===== config.mk =====
export PLATFORM = sky130hd
export DESIGN_NAME = gate_mac_flat
export DESIGN_NICKNAME = d
export VERILOG_FILES = /design/src/design/gru_pkg.sv /design/src/design/gate_sum_if.sv /design/src/design/gate_mac.sv /design/src/flat_wrapper.sv
export VERILOG_INCLUDE_DIRS = /design/src /design/src/include
export SDC_FILE = /design/constraint.sdc
export NUM_CORES = 1
export LEC_CHECK = 0
export ABC_AREA = 0
export ABC_CLOCK_PERIOD_IN_PS = 9800
export BUFFER_PORTS_ARGS = -buffer_cell sky130_fd_sc_hd__buf_4
export CAP_MARGIN = 5
export CORE_UTILIZATION = 55
export DETAILED_ROUTE_END_ITERATION = 6
export GPL_ROUTABILITY_DRIVEN = 0
export GPL_TIMING_DRIVEN = 0
export HOLD_SLACK_MARGIN = 0.08
export PLACE_DENSITY = 0.86
export SLEW_MARGIN = 20
export SYNTH_ARGS = -nofsm -noshare
export SYNTH_HDL_FRONTEND = slang
export SYNTH_SLANG_ARGS = --single-unit

===== constraint.sdc =====
create_clock -name clk -period 9.8 [get_ports clk]
set_input_delay 0.98 -clock clk [delete_from_list [all_inputs] [get_ports clk]]
set_output_delay 0.98 -clock clk [all_outputs]
set_load 0.01 [all_outputs]

===== src/include/gru_consts.svh =====
`ifndef GRU_CONSTS_SVH
`define GRU_CONSTS_SVH

// word widths
`define GRU_DATA_W      16
`define GRU_WEIGHT_W    8
`define GRU_ACC_W       24

// Q8.8 fixed point
`define GRU_FRAC_W      8
`define GRU_ONE         256
`define GRU_HALF        128

// tanh table, covers |x| < 4.0
`define GRU_TANH_DEPTH  1024
`define GRU_TANH_ADDR_W 10

// neuron index wraps at 256
`define GRU_NEURON_W    8

`endif


===== src/design/gru_pkg.sv =====
`include "gru_consts.svh"

package gru_pkg;

	// Q8.8 data word
	typedef logic signed [`GRU_DATA_W-1:0] q88_t;

	// weight or bias, sign-extended into Q8.8 before use
	typedef logic signed [`GRU_WEIGHT_W-1:0] weight_t;

	// lane accumulator, wide enough for a full neuron without wrap
	typedef logic signed [`GRU_ACC_W-1:0] acc_t;

	// running neuron number
	typedef logic [`GRU_NEURON_W-1:0] neuron_t;

endpackage


===== src/design/gate_sum_if.sv =====
`timescale 1ns/10ps

interface gate_sum_if
	import gru_pkg::*;
();

	// one strobe per finished neuron
	logic    valid;
	q88_t    sum;
	logic    sat;
	neuron_t neuron;

	modport producer (
		output valid,
		output sum,
		output sat,
		output neuron
	);

	modport consumer (
		input valid,
		input sum,
		input sat,
		input neuron
	);

endinterface


===== src/design/gate_mac.sv =====
`timescale 1ns/10ps
`include "gru_consts.svh"

module gate_mac
	import gru_pkg::*;
(
	input  logic         clk,
	input  logic         rst,
	input  logic         valid_i,
	input  logic         last_i,
	input  q88_t         x_i,
	input  weight_t      w_i,
	input  weight_t      bias_i,
	gate_sum_if.producer sum_o
);

	// high while the next element opens a new neuron
	logic first_q;

	acc_t acc_q;
	acc_t acc_base;
	acc_t acc_next;
	acc_t prod_sh;

	q88_t w_ext;
	logic signed [2*`GRU_DATA_W-1:0] prod;

	// bits above the 16-bit sign position
	logic [`GRU_ACC_W-`GRU_DATA_W:0] acc_hi;
	logic fits;
	q88_t sum_clamped;

	neuron_t neuron_q;
	neuron_t neuron_out_q;
	logic    valid_q;
	logic    sat_q;
	q88_t    sum_q;

	always_comb begin
		w_ext = {{(`GRU_DATA_W-`GRU_WEIGHT_W){w_i[`GRU_WEIGHT_W-1]}}, w_i};
		prod = w_ext * x_i;
		// Q8.8 x Q8.8, drop the extra fraction bits
		prod_sh = acc_t'(prod >>> `GRU_FRAC_W);

		if (first_q) begin
			acc_base = {{(`GRU_ACC_W-`GRU_WEIGHT_W){bias_i[`GRU_WEIGHT_W-1]}}, bias_i};
		end else begin
			acc_base = acc_q;
		end
		acc_next = acc_base + prod_sh;

		acc_hi = acc_next[`GRU_ACC_W-1:`GRU_DATA_W-1];
		fits = (&acc_hi) | ~(|acc_hi);
		if (fits) begin
			sum_clamped = acc_next[`GRU_DATA_W-1:0];
		end else if (acc_next[`GRU_ACC_W-1]) begin
			sum_clamped = {1'b1, {(`GRU_DATA_W-1){1'b0}}};
		end else begin
			sum_clamped = {1'b0, {(`GRU_DATA_W-1){1'b1}}};
		end
	end

	always_ff @(posedge clk) begin
		if (rst) begin
			first_q  <= 1'b1;
			valid_q  <= 1'b0;
			sat_q    <= 1'b0;
			neuron_q <= '0;
		end else begin
			valid_q <= valid_i & last_i;
			if (valid_i) begin
				first_q <= last_i;
				if (last_i) begin
					sat_q    <= ~fits;
					neuron_q <= neuron_q + neuron_t'(1);
				end
			end
		end
	end

	always_ff @(posedge clk) begin
		if (valid_i) begin
			acc_q <= acc_next;
		end
		if (valid_i & last_i) begin
			sum_q        <= sum_clamped;
			neuron_out_q <= neuron_q;
		end
	end

	assign sum_o.valid  = valid_q;
	assign sum_o.sum    = sum_q;
	assign sum_o.sat    = sat_q;
	assign sum_o.neuron = neuron_out_q;

	// the source must never close a neuron on an idle cycle
	last_needs_valid: assert property (
		@(posedge clk) disable iff (rst)
		last_i |-> valid_i
	) else $error("gate_mac: last_i without valid_i");

endmodule


===== src/flat_wrapper.sv =====
// flat-port wrapper written by rule: the top's interface ports become plain ports
module gate_mac_flat import gru_pkg::*;
  (clk, rst, valid_i, last_i, x_i, w_i, bias_i, sum_o_valid, sum_o_sum, sum_o_sat, sum_o_neuron);
  gate_sum_if sum_o_i ();
  input  logic clk;
  input  logic rst;
  input  logic valid_i;
  input  logic last_i;
  input  q88_t x_i;
  input  weight_t w_i;
  input  weight_t bias_i;
  output wire logic [$bits(sum_o_i.valid)-1:0] sum_o_valid;
  output wire logic [$bits(sum_o_i.sum)-1:0] sum_o_sum;
  output wire logic [$bits(sum_o_i.sat)-1:0] sum_o_sat;
  output wire logic [$bits(sum_o_i.neuron)-1:0] sum_o_neuron;
  assign sum_o_valid = sum_o_i.valid;
  assign sum_o_sum = sum_o_i.sum;
  assign sum_o_sat = sum_o_i.sat;
  assign sum_o_neuron = sum_o_i.neuron;
  gate_mac u_core (.clk(clk), .rst(rst), .valid_i(valid_i), .last_i(last_i), .x_i(x_i), .w_i(w_i), .bias_i(bias_i), .sum_o(sum_o_i));
endmodule

==> metrics.txt <==
Die Ht=123 um; synthesized area per cell=9.29 sq um; Starting Density=57.1%; worst r2r src=u_core.first_q; Post-synth EDFFs=48; initial drt markers=337; grt total ovfl=0; # IOs=62; drc violations=0; max cap viols=0; Final setup viols=0; count leader, synth=inv_1; CP arrival=9.38 ns; sequential share of the synthesized area=20.7%; top cells by count, synth=inv_1, fa_1, and2_1, ha_1, nor2_1; die area=15,100 sq um; post-route antenna net violation count=0; CP required=9.95 ns; Post-Syn Area=8020 sq um; Die Wd=123 um; H-Tree Depth=3; Hold WC Path Type=register to register; post-synth top area share=25.4%; Global Route Usage Sum=24.5%; hold path endpoint=u_core.sum_o.neuron[7]; slowest stage delay, CP=0.53 ns; Max Clock Freq=0.108 GHz; Setup CP Type=input port to register; ratio of cells with drive above 1 in the final layout=11.4%; ant diodes=0; largest net degree at the start of global routing=34; WL final=16,900 um; Post-CTS Setup Inserts=0; Tcrit/Tclk final=94.3%; CP startpoint kind=input port; CTS Sinks=59; crit-path most repeated cell=o21a_1; Core ar.=14,000 sq um; Fill cells=1,096; P&R area growth vs syn=11.7%; antenna violations before repair=0; Max Root-Sink Buffers=2; Hold-fix buffers, CTS=0; HP Start=u_core.neuron_q[7]; IO buf count=61; Num CTS Buffers=9; CP max-delay cell=fa_1; via count=6,134; Post-synth ARST share=0%; Worst-Skew Late Latency=0.32 ns; Reg2Reg Depth=19; root buf cell=clkbuf_16; minimum clock period=9.24 ns; Area contributors post-synth=fa_1, edfxtp_1, ha_1, inv_1, and2_1; vias in the first global route=6,286; Via density=5.48; final hold viol count=0; First-pass DRT Iterations=5; Max-slew headroom=49.5%; Critical Path Sink Type=register; WL/cell=15.1 um; synthesis warning total=0; status=finished, final reports clean; commonest register cell after synthesis=edfxtp_1; R2R Setup Slk=4.34 ns; CTS resizes=0; Clock Pin Slew Worst Setup and Hold Paths=0.05 ns; HPWL after detailed placement=13,700 um; row count=43; RSZ-0062 raised after global routing=no; worst slew pin tran=0.758 ns; reg2reg end=u_core.sum_o.sum[7]; Slew Limit Fails=0; number of synthesized register bits=59; leading area contributor after synthesis=fa_1; worst-path fanout max=10; total negative slack=0 ns; CTS tree=built; Final nets=1,138; syn_nets=1,067; Yosys cell types=58; Setup Skew=0.00613 ns; Cells on Worst Hold Path=0; Synth Instances=864; first-pass GRT wire length=28,800 um
cell type report:
type	count	area (sq um)	share of cell area, %
sequential	59	1660	18.5
multi-input combinational	620	5660	63.1
buffer	18	81.3	0.907
clock inverter	6	32.5	0.363
inverter	166	623	6.95
tap	180	225	2.51
clock buffer	10	229	2.55
timing repair buffer	61	458	5.11
worst max-delay path by stage:
stage,end,startpoint,slack [ns],cells past startpoint
floorplan,u_core.sum_o.sum[7],w_i[7],1.54,33
global placement,u_core.sum_o.sum[7],w_i[7],0.38,34
detailed placement,u_core.sum_o.sum[7],w_i[7],0.26,34
CTS,u_core.sum_o.sum[7],w_i[7],0.53,34
global route,u_core.sum_o.sum[7],w_i[2],0.06,34
finish,u_core.sum_o.sum[7],w_i[4],0.56,33
sequential cells by signal, indices dropped and copies added (netlist names):
signal / count
u_core.acc_q: 24
u_core.first_q: 1
u_core.neuron_q: 8
u_core.sum_o.neuron: 8
u_core.sum_o.sat: 1
u_core.sum_o.sum: 16
u_core.sum_o.valid: 1
metrics by stage:
stage          setup slack (ns)  hold slack (ns)  instances  util, %  area (sq um)
4_1_cts                   0.532            0.453       1121     63.9          8970
3_5_place_dp              0.260            0.434       1105     62.0          8710
5_1_grt                  0.0558            0.473       1120     63.9          8970
6_report                  0.562            0.460       1120     63.9          8970
2_1_floorplan              1.54            0.417        864        -          8020
3_3_place_gp              0.382            0.431       1105     62.0          8710
cell usage in the layout (no fill, tap or decap), drive strengths merged, types with 2 or more instances in the layout:
cell,count
and3,5
a311oi,2
edfxtp,48
a211oi,6
nor2,53
mux2i,3
buf,65
nand2b,10
mux2,9
o21bai,3
inv,166
a31oi,2
xor2,13
nand4,10
a21o,7
dfxtp,11
o31ai,3
nand2,46
a211o,2
or2,3
nor3,12
clkbuf,24
xnor2,26
o21a,15
nor2b,8
nand3,8
clkinv,6
or4,3
and4,2
o21ai,57
fa,102
a21oi,32
o211ai,5
ha,65
nor4,2
or3,5
and2,90
critical path, delay by kind of cell:
family | cells | cell delay [ns]
buffers and inverters | 5 | 0.80
AND/OR/NAND/NOR | 8 | 1.67
AO/OA/AOI/OAI | 13 | 3.14
XOR/XNOR | 1 | 0.12
adder cells (fa/ha/maj) | 6 | 2.63
routing by layer:
layer  up-vias  wire, um  global-route usage (%)
met5         -         0                       0
met4         0       404                    8.16
met1      2989      7090                    31.0
met3        34       676                    3.07
met2       163      8720                    43.3
li1       2948         -                       -
logic make-up (layout without fill, tap and decap cells):
family / count (synthesis) / count (layout) / share of synthesized area, %
XOR/XNOR: 39 / 39 / 4.26
flip-flops: 59 / 59 / 20.7
multiplexers: 12 / 12 / 1.79
buffers and inverters: 185 / 261 / 8.81
AO/OA/AOI/OAI: 142 / 142 / 11.6
adder cells (fa/ha/maj): 167 / 167 / 35.6
AND/OR/NAND/NOR: 260 / 260 / 17.2
Power is not shown: default switching activity piles up to over one toggle a cycle in this logic, so the estimate is an artifact.
